File: config.mk
export PLATFORM = sky130hd
export DESIGN_NAME = icache_ctrl_flat
export DESIGN_NICKNAME = d
export VERILOG_FILES = /design/src/logic/icache_pkg.sv /design/src/logic/cache_array_if.sv /design/src/logic/icache_ctrl.sv /design/src/flat_wrapper.sv
export SDC_FILE = /design/constraint.sdc
export NUM_CORES = 1
export LEC_CHECK = 0
export BUFFER_PORTS_ARGS = -buffer_cell sky130_fd_sc_hd__buf_2
export CORE_AREA = 4 4 141 143
export CTS_CLUSTER_DIAMETER = 60
export DETAILED_ROUTE_END_ITERATION = 10
export DIE_AREA = 0 0 145 147
export SLEW_MARGIN = 20
export SYNTH_ARGS = -nofsm -noshare
export SYNTH_HDL_FRONTEND = slang
export SYNTH_SLANG_ARGS = --single-unit
export TNS_END_PERCENT = 5
File: constraint.sdc
create_clock -name clk -period 4.05 [get_ports clk]
set_clock_uncertainty 0.15 [all_clocks]
set_input_delay 0.405 -clock clk [delete_from_list [all_inputs] [get_ports clk]]
set_output_delay 0.405 -clock clk [all_outputs]
set_load 0.01 [all_outputs]
File: src/logic/icache_pkg.sv
package icache_pkg;

    // cache geometry
    localparam int WAYS     = 2;
    localparam int SETS     = 128;
    localparam int BANKS    = 8;     // 32-bit words per line
    localparam int INDEX_W  = 7;
    localparam int TAG_W    = 20;
    localparam int LINE_W   = 256;
    localparam int OFFSET_W = 5;

    // fetch address fields
    localparam int WSEL_LSB  = 2;
    localparam int WSEL_MSB  = OFFSET_W - 1;
    localparam int INDEX_LSB = OFFSET_W;
    localparam int INDEX_MSB = OFFSET_W + INDEX_W - 1;
    localparam int TAG_LSB   = OFFSET_W + INDEX_W;
    localparam int TAG_MSB   = TAG_LSB + TAG_W - 1;

    typedef enum logic [2:0] {
        S_RUN     = 3'd0,  // normal lookup
        S_MISS    = 3'd1,  // line request out
        S_REFILL  = 3'd2,  // word delivered
        S_UNCACHE = 3'd3,  // uncached request out
        S_CACOP   = 3'd4,  // maintenance write
        S_DRAIN   = 3'd5   // waiting out a flushed return
    } icache_state_t;

    // code 3 is a no-op
    typedef enum logic [1:0] {
        CACOP_INIT    = 2'd0,
        CACOP_IDX_INV = 2'd1,
        CACOP_HIT_INV = 2'd2
    } cacop_op_t;

endpackage
File: src/logic/cache_array_if.sv
`timescale 1ns/100ps

interface cache_array_if;
    import icache_pkg::*;

    logic                     rd_en;
    logic [INDEX_W-1:0]       rd_index;
    logic [TAG_W-1:0]         cmp_tag;
    logic [WAYS-1:0]          wr_way;    // one bit per way
    logic [INDEX_W-1:0]       wr_index;  // also picks the set for victim and lru
    logic                     wr_valid;
    logic [TAG_W-1:0]         wr_tag;
    logic                     lru_touch;
    logic                     lru_way;
    logic [$clog2(BANKS)-1:0] word_sel;
    logic [WAYS-1:0]          hit;
    logic                     victim;
    logic [31:0]              inst;

    modport ctrl (
        output rd_en, rd_index, cmp_tag, wr_way, wr_index, wr_valid, wr_tag,
               lru_touch, lru_way, word_sel,
        input  hit, victim, inst
    );

    modport tag (
        input  rd_en, rd_index, cmp_tag, wr_way, wr_index, wr_valid, wr_tag,
               lru_touch, lru_way,
        output hit, victim
    );

    modport data (
        input  rd_en, rd_index, wr_way, wr_index, word_sel, hit,
        output inst
    );

endinterface

File: src/logic/icache_ctrl.sv
`timescale 1ns/100ps

module icache_ctrl (
    input  logic                  clk,
    input  logic                  reset,
    input  logic                  fetch_en_i,
    input  logic [31:0]           fetch_addr_i,
    input  logic                  uncache_i,
    input  logic                  flush_i,
    output logic                  stall_o,
    output logic                  inst_valid_o,
    output logic [31:0]           inst_o,
    output logic [31:0]           inst_addr_o,
    output logic                  rd_req_o,
    output logic [31:0]           rd_addr_o,
    input  logic                  ret_valid_i,
    input  logic [31:0]           ret_word_i,
    output logic                  uc_ren_o,
    output logic [31:0]           uc_addr_o,
    input  logic                  uc_rvalid_i,
    input  logic [31:0]           uc_rdata_i,
    input  logic                  cacop_en_i,
    input  icache_pkg::cacop_op_t cacop_mode_i,
    input  logic [31:0]           cacop_addr_i,
    cache_array_if.ctrl           arr
);
    import icache_pkg::*;

    icache_state_t   state_q, state_d;
    logic [31:0]     lkp_addr_q;
    logic            lkp_valid_q;
    logic            lkp_uc_q;
    logic            cop_rd_q;   // maintenance read cycle
    cacop_op_t       cop_op_q;
    logic [31:0]     cop_addr_q;
    logic [WAYS-1:0] cop_way_q;
    logic [31:0]     fwd_word_q;
    logic            accept;
    logic            lkp_act;
    logic            lkp_hit;
    logic            lkp_miss;
    logic            lkp_uc;
    logic            refill_wr;

    assign accept   = !stall_o;
    assign lkp_act  = (state_q == S_RUN) && lkp_valid_q && !flush_i;
    assign lkp_hit  = lkp_act && !lkp_uc_q && (|arr.hit);
    assign lkp_miss = lkp_act && !lkp_uc_q && !(|arr.hit);
    assign lkp_uc   = lkp_act && lkp_uc_q;
    assign refill_wr = (state_q == S_MISS) && ret_valid_i && !flush_i;

    // lookup stage
    always_ff @(posedge clk) begin
        if (reset) begin
            lkp_valid_q <= 1'b0;
            lkp_uc_q    <= 1'b0;
        end else if (accept) begin
            lkp_valid_q <= fetch_en_i && !cacop_en_i;  // maintenance wins
            lkp_uc_q    <= uncache_i;
        end else if (flush_i) begin
            lkp_valid_q <= 1'b0;
        end
    end

    always_ff @(posedge clk) begin
        if (accept) begin
            lkp_addr_q <= fetch_addr_i;
        end
    end

    always_ff @(posedge clk) begin
        if (reset) begin
            cop_rd_q <= 1'b0;
        end else begin
            cop_rd_q <= accept && cacop_en_i;
        end
    end

    always_ff @(posedge clk) begin
        if (accept && cacop_en_i) begin
            cop_op_q   <= cacop_mode_i;
            cop_addr_q <= cacop_addr_i;
        end
        if (cop_rd_q) begin
            case (cop_op_q)
                CACOP_INIT:    cop_way_q <= '1;
                CACOP_IDX_INV: cop_way_q <= WAYS'(1) << cop_addr_q[0];
                CACOP_HIT_INV: cop_way_q <= arr.hit;
                default:       cop_way_q <= '0;
            endcase
        end
    end

    // returned word is held for the delivery cycle
    always_ff @(posedge clk) begin
        if ((state_q == S_MISS) && ret_valid_i) begin
            fwd_word_q <= ret_word_i;
        end else if ((state_q == S_UNCACHE) && uc_rvalid_i) begin
            fwd_word_q <= uc_rdata_i;
        end
    end

    always_comb begin
        state_d = state_q;
        case (state_q)
            S_RUN: begin
                if (cop_rd_q) begin
                    state_d = S_CACOP;
                end else if (lkp_miss) begin
                    state_d = S_MISS;
                end else if (lkp_uc) begin
                    state_d = S_UNCACHE;
                end
            end
            S_MISS: begin
                if (flush_i) begin
                    state_d = ret_valid_i ? S_RUN : S_DRAIN;
                end else if (ret_valid_i) begin
                    state_d = S_REFILL;
                end
            end
            S_UNCACHE: begin
                if (flush_i) begin
                    state_d = uc_rvalid_i ? S_RUN : S_DRAIN;
                end else if (uc_rvalid_i) begin
                    state_d = S_REFILL;
                end
            end
            S_DRAIN: begin
                if (ret_valid_i || uc_rvalid_i) begin
                    state_d = S_RUN;
                end
            end
            default: state_d = S_RUN;  // S_REFILL, S_CACOP
        endcase
    end

    always_ff @(posedge clk) begin
        if (reset) begin
            state_q <= S_RUN;
        end else begin
            state_q <= state_d;
        end
    end

    always_comb begin
        case (state_q)
            S_RUN:    stall_o = cop_rd_q || lkp_miss || lkp_uc;
            S_REFILL: stall_o = 1'b0;
            default:  stall_o = 1'b1;
        endcase
    end

    assign rd_req_o  = lkp_miss || ((state_q == S_MISS) && !flush_i && !ret_valid_i);
    assign uc_ren_o  = lkp_uc || ((state_q == S_UNCACHE) && !flush_i && !uc_rvalid_i);
    assign rd_addr_o = lkp_addr_q;
    assign uc_addr_o = lkp_addr_q;

    assign inst_valid_o = lkp_hit || ((state_q == S_REFILL) && !flush_i);
    assign inst_o       = (state_q == S_REFILL) ? fwd_word_q : arr.inst;
    assign inst_addr_o  = lkp_addr_q;

    // array read side
    assign arr.rd_en    = accept;
    assign arr.rd_index = stall_o    ? lkp_addr_q[INDEX_MSB:INDEX_LSB] :
                          cacop_en_i ? cacop_addr_i[INDEX_MSB:INDEX_LSB] :
                                       fetch_addr_i[INDEX_MSB:INDEX_LSB];
    assign arr.cmp_tag  = cop_rd_q ? cop_addr_q[TAG_MSB:TAG_LSB] : lkp_addr_q[TAG_MSB:TAG_LSB];
    assign arr.word_sel = lkp_addr_q[WSEL_MSB:WSEL_LSB];

    // write side, refill or maintenance
    always_comb begin
        arr.wr_index = lkp_addr_q[INDEX_MSB:INDEX_LSB];
        arr.wr_tag   = lkp_addr_q[TAG_MSB:TAG_LSB];
        arr.wr_valid = 1'b1;
        arr.wr_way   = '0;
        if (state_q == S_CACOP) begin
            arr.wr_index = cop_addr_q[INDEX_MSB:INDEX_LSB];
            arr.wr_tag   = '0;
            arr.wr_valid = 1'b0;
            arr.wr_way   = cop_way_q;
        end else if (refill_wr) begin
            arr.wr_way = WAYS'(1) << arr.victim;
        end
    end

    assign arr.lru_touch = lkp_hit || refill_wr;
    assign arr.lru_way   = refill_wr ? arr.victim : arr.hit[1];

endmodule

File: src/flat_wrapper.sv
// flat-port wrapper written by rule: the top's interface ports become plain ports
module icache_ctrl_flat import icache_pkg::*;
  (clk, reset, fetch_en_i, fetch_addr_i, uncache_i, flush_i, stall_o, inst_valid_o, inst_o, inst_addr_o, rd_req_o, rd_addr_o, ret_valid_i, ret_word_i, uc_ren_o, uc_addr_o, uc_rvalid_i, uc_rdata_i, cacop_en_i, cacop_mode_i, cacop_addr_i, arr_rd_en, arr_rd_index, arr_cmp_tag, arr_wr_way, arr_wr_index, arr_wr_valid, arr_wr_tag, arr_lru_touch, arr_lru_way, arr_word_sel, arr_hit, arr_victim, arr_inst);
  cache_array_if arr_i ();
  input  logic clk;
  input  logic reset;
  input  logic fetch_en_i;
  input  logic [31:0] fetch_addr_i;
  input  logic uncache_i;
  input  logic flush_i;
  output logic stall_o;
  output logic inst_valid_o;
  output logic [31:0] inst_o;
  output logic [31:0] inst_addr_o;
  output logic rd_req_o;
  output logic [31:0] rd_addr_o;
  input  logic ret_valid_i;
  input  logic [31:0] ret_word_i;
  output logic uc_ren_o;
  output logic [31:0] uc_addr_o;
  input  logic uc_rvalid_i;
  input  logic [31:0] uc_rdata_i;
  input  logic cacop_en_i;
  input  icache_pkg::cacop_op_t cacop_mode_i;
  input  logic [31:0] cacop_addr_i;
  output wire logic [$bits(arr_i.rd_en)-1:0] arr_rd_en;
  output wire logic [$bits(arr_i.rd_index)-1:0] arr_rd_index;
  output wire logic [$bits(arr_i.cmp_tag)-1:0] arr_cmp_tag;
  output wire logic [$bits(arr_i.wr_way)-1:0] arr_wr_way;
  output wire logic [$bits(arr_i.wr_index)-1:0] arr_wr_index;
  output wire logic [$bits(arr_i.wr_valid)-1:0] arr_wr_valid;
  output wire logic [$bits(arr_i.wr_tag)-1:0] arr_wr_tag;
  output wire logic [$bits(arr_i.lru_touch)-1:0] arr_lru_touch;
  output wire logic [$bits(arr_i.lru_way)-1:0] arr_lru_way;
  output wire logic [$bits(arr_i.word_sel)-1:0] arr_word_sel;
  input wire logic [$bits(arr_i.hit)-1:0] arr_hit;
  input wire logic [$bits(arr_i.victim)-1:0] arr_victim;
  input wire logic [$bits(arr_i.inst)-1:0] arr_inst;
  assign arr_rd_en = arr_i.rd_en;
  assign arr_rd_index = arr_i.rd_index;
  assign arr_cmp_tag = arr_i.cmp_tag;
  assign arr_wr_way = arr_i.wr_way;
  assign arr_wr_index = arr_i.wr_index;
  assign arr_wr_valid = arr_i.wr_valid;
  assign arr_wr_tag = arr_i.wr_tag;
  assign arr_lru_touch = arr_i.lru_touch;
  assign arr_lru_way = arr_i.lru_way;
  assign arr_word_sel = arr_i.word_sel;
  assign arr_i.hit = arr_hit;
  assign arr_i.victim = arr_victim;
  assign arr_i.inst = arr_inst;
  icache_ctrl u_core (.clk(clk), .reset(reset), .fetch_en_i(fetch_en_i), .fetch_addr_i(fetch_addr_i), .uncache_i(uncache_i), .flush_i(flush_i), .stall_o(stall_o), .inst_valid_o(inst_valid_o), .inst_o(inst_o), .inst_addr_o(inst_addr_o), .rd_req_o(rd_req_o), .rd_addr_o(rd_addr_o), .ret_valid_i(ret_valid_i), .ret_word_i(ret_word_i), .uc_ren_o(uc_ren_o), .uc_addr_o(uc_addr_o), .uc_rvalid_i(uc_rvalid_i), .uc_rdata_i(uc_rdata_i), .cacop_en_i(cacop_en_i), .cacop_mode_i(cacop_mode_i), .cacop_addr_i(cacop_addr_i), .arr(arr_i));
endmodule
==> impl_metrics.ini, run 1 <==
[worst_setup_path]
cp_top_family = simple AND/OR/NAND/NOR gates
r2r_end = u_core.cop_addr_q[15]
cp_common_cell = and2_1
rr_startpoint = u_core.state_q[1]
reg2regPathDepth = 5
critical_path_class = flop to output pin
crit_fanout = 21
critPathBufInv = 2
critPathMaxStageDelay_ns = 0.67
crit_path_end_kind = output pin
r2r_slack_ns = 1.35
start_kind = flop
worstPathArrival_ns = 2.45
slowest_stage = dfxtp_1
crit_chain = and2_1 > inv_1 > and2_1 > buf_2
critPathRequiredTime_ns = 3.49

[yosys]
synth_cell_types = 40
synthFlopType = edfxtp_1
ys_async_sr_fraction_pct = 0
yosys.area.top_type_share_pct = 53.5
syn_nets = 552
yosys_warnings = 0
synth_edf_count = 96
synthTopCellsByCount = mux2_2, edfxtp_1, buf_4
yosys-top-cells-area = edfxtp_1, mux2_2, buf_4
netlist_area_um2 = 5390
synth.most_common_cell = mux2_2
yosysTopAreaCell = edfxtp_1
yosysSeqAreaShare_pct = 55.7
syn_inst = 379
synth.avg_cell_area_um2 = 14.2
synth-seq-cells = 102

[cts]
path_clk_slew_ns = 0.08
cts_setup_buffers = 0
clock_latency_ns = 0.34
cts_made_buffers = 9
cts_tree = yes
cts_max_path_buffers = 2
h-tree-depth = 3
clkSinkCount = 102
ctsResizeCount = 0
hold_buffers = 0
cts_root_buf = clkbuf_16

[die]
io_pins = 368
initial_utilization_pct = 29.0
core_um2 = 18600
die_h_um = 147
die_w_um = 145
rows = 50
dieArea_um2 = 21300

[grt]
first_global_vias = 4088
grt_max_degree = 35
gr-total-overflow = 0
grt_pass1_wl_mm = 23.6
grt_usage_pct = 14.1
grt_antenna_before_repair = 2

[timing]
setup_viol = 0
rsz0062_at_grt = no
hold_viol = 0
max_freq_mhz = 333
finalSetupTns_ns = 0
worst_slew_pin_slew_ns = 1.06
slew_violations = 0
whs_ns = 0.0764
maxSlewHeadroom_pct = 29.4
finalCriticalPeriod_ns = 3.01
fin_crit_sh_pct = 74.2

[finish]
area_growth_pct = 34.3
final_area_um2 = 7230
utilization_pct = 38.9
drive_above_1_share_pct = 73.5
layout.nets = 846
stdcell_count = 912
antenna_cells = 0

[place]
place_hpwl_mm = 12.7
dpl_cell_area_um2 = 6950
placed_cells = 896
place_congestion = 0.791
io_buffers = 363

[hold_path]
min_path_type = primary input to flop
whs_path_depth = 1
min_from = fetch_addr_i[1]
worstHoldEndpoint = u_core.inst_addr_o[1]

[pwr]
p_int_uw = 3030
combPwrFrac_pct = 48.2
irDropWorstVdd_v = 0.000225
clkPwrFrac_pct = 16.7
netSwitchingPower_uw = 1960
cellPowerDensity_nw_per_um2 = 690
swShare_pct = 39.3
p_leak_uw = 0.00317
seqPwrFrac_pct = 35.1

[drt]
drtIter0Drc = 72
wirelength_mm = 15.9
vias = 4005
drc = 0
drt_first_pass_iters = 4
antenna_left = 0
post_drt_wl_per_cell_um = 17.5
vias_per_cell = 4.39

[job]
cap_violations = 0

[outcome]
status = finished, final reports clean
cell type report:
class / count / area (um^2)
Fill cell: 1805 / 11300
Sequential cell: 102 / 3000
Clock buffer: 9 / 225
Timing Repair Buffer: 368 / 1850
Clock inverter: 7 / 56.3
Tap cell: 234 / 293
Multi-Input combinational cell: 187 / 1780
Inverter: 5 / 18.8
placed cells by master (no fill, tap or decap), types with 2 or more instances in the layout:
cell type / count
a21oi_1: 6
and2_1: 21
buf_2: 363
buf_4: 5
clkbuf_16: 9
clkinv_4: 2
clkinvlp_4: 2
dfxtp_1: 6
edfxtp_1: 96
inv_1: 5
mux2_2: 103
mux2_4: 5
nand2_1: 3
nand2b_1: 4
nor2_1: 6
nor2b_1: 2
nor3_1: 2
nor3b_1: 3
nor4_1: 2
o21a_1: 3
o21ai_0: 5
o31ai_1: 2
through the flow:
stage | setup WS (ns) | total power [uW]
6_report | 1.04 | 4990
5_1_grt | 0.794 | 5310
4_1_cts | 0.936 | 5100
2_1_floorplan | 0.934 | 3440
3_5_place_dp | 1.26 | 4240
3_3_place_gp | 1.29 | 4230
flip-flops by register name (all words and copies together) (netlist names):
signal and count:
u_core.cop_addr_q 28, u_core.cop_op_q 2, u_core.cop_rd_q 1, u_core.cop_way_q 2, u_core.fwd_word_q 32, u_core.inst_addr_o 32
u_core.lkp_uc_q 1, u_core.lkp_valid_q 1, u_core.state_q 3
how the worst max path moves through the flow:
stage	start	to	slack, ns	cells after the start
floorplan	u_core.state_q[0]	u_core.cop_addr_q[0]	0.93	6
finish	u_core.state_q[2]	arr_wr_tag[12]	1.04	4
detailed placement	u_core.state_q[1]	u_core.cop_addr_q[12]	1.26	5
global route	u_core.state_q[2]	arr_wr_tag[18]	0.79	4
global placement	u_core.state_q[1]	u_core.cop_addr_q[0]	1.29	5
CTS	u_core.state_q[2]	arr_wr_tag[12]	0.94	4
logic make-up (layout without fill, tap and decap cells):
| group | Yosys count | count (layout) | share of synthesized area [%] |
|---|---|---|---|
| flip-flops | 102 | 102 | 55.7 |
| multiplexers | 109 | 109 | 23.1 |
| buffers and inverters | 90 | 389 | 11.5 |
| AND/OR/NAND/NOR | 53 | 53 | 6.39 |
| AO/OA/AOI/OAI | 25 | 25 | 3.23 |
routing by layer:
metal	GRT usage (%)	routed length (um)
met3	5.71	1600
met5	0	21
met2	25.1	7950
met4	3.23	165
met1	16.1	6210
power by group through the flow:
stage | clock network, uW | logic, uW | registers [uW]
floorplan | 0 | 1680 | 1760
global placement | 0 | 2450 | 1780
detailed placement | 0 | 2460 | 1790
CTS | 871 | 2470 | 1760
global route | 910 | 2610 | 1800
finish | 835 | 2400 | 1750
Note: power is estimated with default switching activity, not from simulation.
==> run 2, diff against run 1 <==
CORE_AREA = 4 4 140 142   (was 4 4 141 143)
DIE_AREA = 0 0 144 146   (was 0 0 145 147)
clock period = 2.7 ns   (was 4.05 ns; I/O delays follow)
==> impl_metrics.ini, run 2 (synthesis gave the netlist of run 1 again) <==
[outcome]
status = finished, final reports clean

[cts]
clock_latency_ns = 0.34
path_clk_slew_ns = 0.07
cts_made_buffers = 9
cts_max_path_buffers = 2
cts_tree = yes
h-tree-depth = 3
clkSinkCount = 102
cts_root_buf = clkbuf_16

[worst_setup_path]
start_kind = flop
cp-startpoint = u_core.state_q[0]
crit_path_end_kind = output pin
crit_fanout = 10
crit_chain = nand2b_1 > or2_1 > nor2_1 > mux2_2 > buf_2
critPathBufInv = 1
critPathMaxStageDelay_ns = 0.60
critical_path_depth = 5
r2r_slack_ns = 0.49
cp_top_family = simple AND/OR/NAND/NOR gates
worstPathArrival_ns = 2.13
slowest_stage = dfxtp_1
r2r_end = u_core.inst_addr_o[7]
critPathRequiredTime_ns = 2.28
reg2regPathDepth = 6
cp-endpoint = arr_lru_way
critical_path_class = flop to output pin
rr_startpoint = u_core.state_q[0]

[drt]
post_drt_wl_per_cell_um = 16.7
drtIter0Drc = 134
vias_per_cell = 4.33
antenna_left = 0
drt_first_pass_iters = 4
drc = 0
wirelength_mm = 16.3
vias = 4236

[grt]
grt_pass1_wl_mm = 24.1
grt_antenna_before_repair = 1
gr-total-overflow = 0
grt_usage_pct = 14.8
grt_max_degree = 35
first_global_vias = 4400

[place]
dpl_cell_area_um2 = 7030
place_congestion = 0.793
io_buffers = 363
place_hpwl_mm = 12.3

[finish]
drive_above_1_share_pct = 67.7
seq_area_um2 = 3000
multi_input_area_um2 = 1780
final_cell_mix = buf_2, mux2_2, edfxtp_1, dlygate4sd3_1, and2_1
antenna_cells = 0
layout.nets = 913
area_growth_pct = 47.6
fill_cells = 1743
utilization_pct = 43.1
final_common_cell = buf_2
final_area_um2 = 7950

[timing]
finalCriticalPeriod_ns = 2.55
hold_viol = 0
slew_violations = 0
rsz0062_at_grt = no
setup_viol = 0
fin_crit_sh_pct = 94.6
whs_ns = 0.0356
max_freq_mhz = 391
maxSlewHeadroom_pct = 60.7
worst_slew_pin_slew_ns = 0.589

[pwr]
swShare_pct = 38.4
combPwrFrac_pct = 48.9
p_int_uw = 4770
seqPwrFrac_pct = 33.7
irDropWorstVdd_v = 0.000391
cellPowerDensity_nw_per_um2 = 973
p_leak_uw = 0.00349
netSwitchingPower_uw = 2970
p_total_uw = 7740
clkPwrFrac_pct = 17.4

[die]
die_h_um = 146
io_pins = 368
dieArea_um2 = 21000
initial_utilization_pct = 29.2
rows = 50
die_w_um = 144
core_um2 = 18500

[hold_path]
min_from = reset
min_path_type = primary input to flop

[job]
cap_violations = 0
[run 2: cell types whose count changed in the layout (fill, tap and decap cells not counted), moves of 2 or more]
cell / change
clkinvlp_4: -2
dlygate4sd3_1: +62
buf_4: +2
buf_12: +3
[run 2: layout make-up]
type	count	share of cell area, %
clock buffers	9	2.83
clock inverters	7	1.01
inverters	5	0.236
multi-input cells	187	22.4
flip-flops and latches	102	37.8
well taps	234	3.68
repair buffers	435	32.1
[run 2: worst min-delay path by stage]
| stage | slack [ns] | cells after the start | endpoint |
|---|---|---|---|
| finish | 0.04 | 2 | u_core.state_q[0] |
| CTS | 0.01 | 2 | u_core.lkp_uc_q |
| global route | 0.04 | 2 | u_core.state_q[0] |
| detailed placement | 0.30 | 1 | u_core.inst_addr_o[17] |
| floorplan | 0.19 | 1 | u_core.lkp_uc_q |
| global placement | 0.30 | 1 | u_core.cop_addr_q[29] |
[run 2: per-layer routing]
metal / GRT usage [%] / part of all wire (%)
met5: 0 / 0.080
met4: 3.48 / 1.1
met3: 5.85 / 11
met2: 26.3 / 49
met1: 16.5 / 39
[run 2: stage by stage]
| stage | worst slack (ns) | TNS [ns] | cells |
|---|---|---|---|
| CTS | 0.0801 | 0 | 979 |
| floorplan | -0.0930 | -2.98 | 379 |
| finish | 0.146 | 0 | 979 |
| detailed placement | 0.434 | 0 | 901 |
| global placement | 0.458 | 0 | 901 |
| global route | 0.0243 | 0 | 979 |
[run 2: worst register-to-register path, stage by stage, from the launching register on]
cell and delay, ns:
dfxtp_1 0.44, nor4_4 0.34, a21boi_4 0.27, nor2_2 0.04, buf_4 0.21, inv_1 0.09, buf_4 0.31
[run 2: timing repair]
action / CTS / global route
endpoints found under the setup margin: 0 / 5
hold endpoints to repair: 62 / 0
gates resized for setup: 0 / 1
hold buffers: 62 / 0
buffers inserted: 0 / 0
[run 2: power by group through the flow]
stage / Combinational (uW) / Sequential, uW / Clock (uW)
detailed placement: 3770 / 2650 / 0
global placement: 3760 / 2640 / 0
finish: 3790 / 2610 / 1340
global route: 4120 / 2670 / 1460
floorplan: 2520 / 2640 / 0
CTS: 3850 / 2620 / 1410
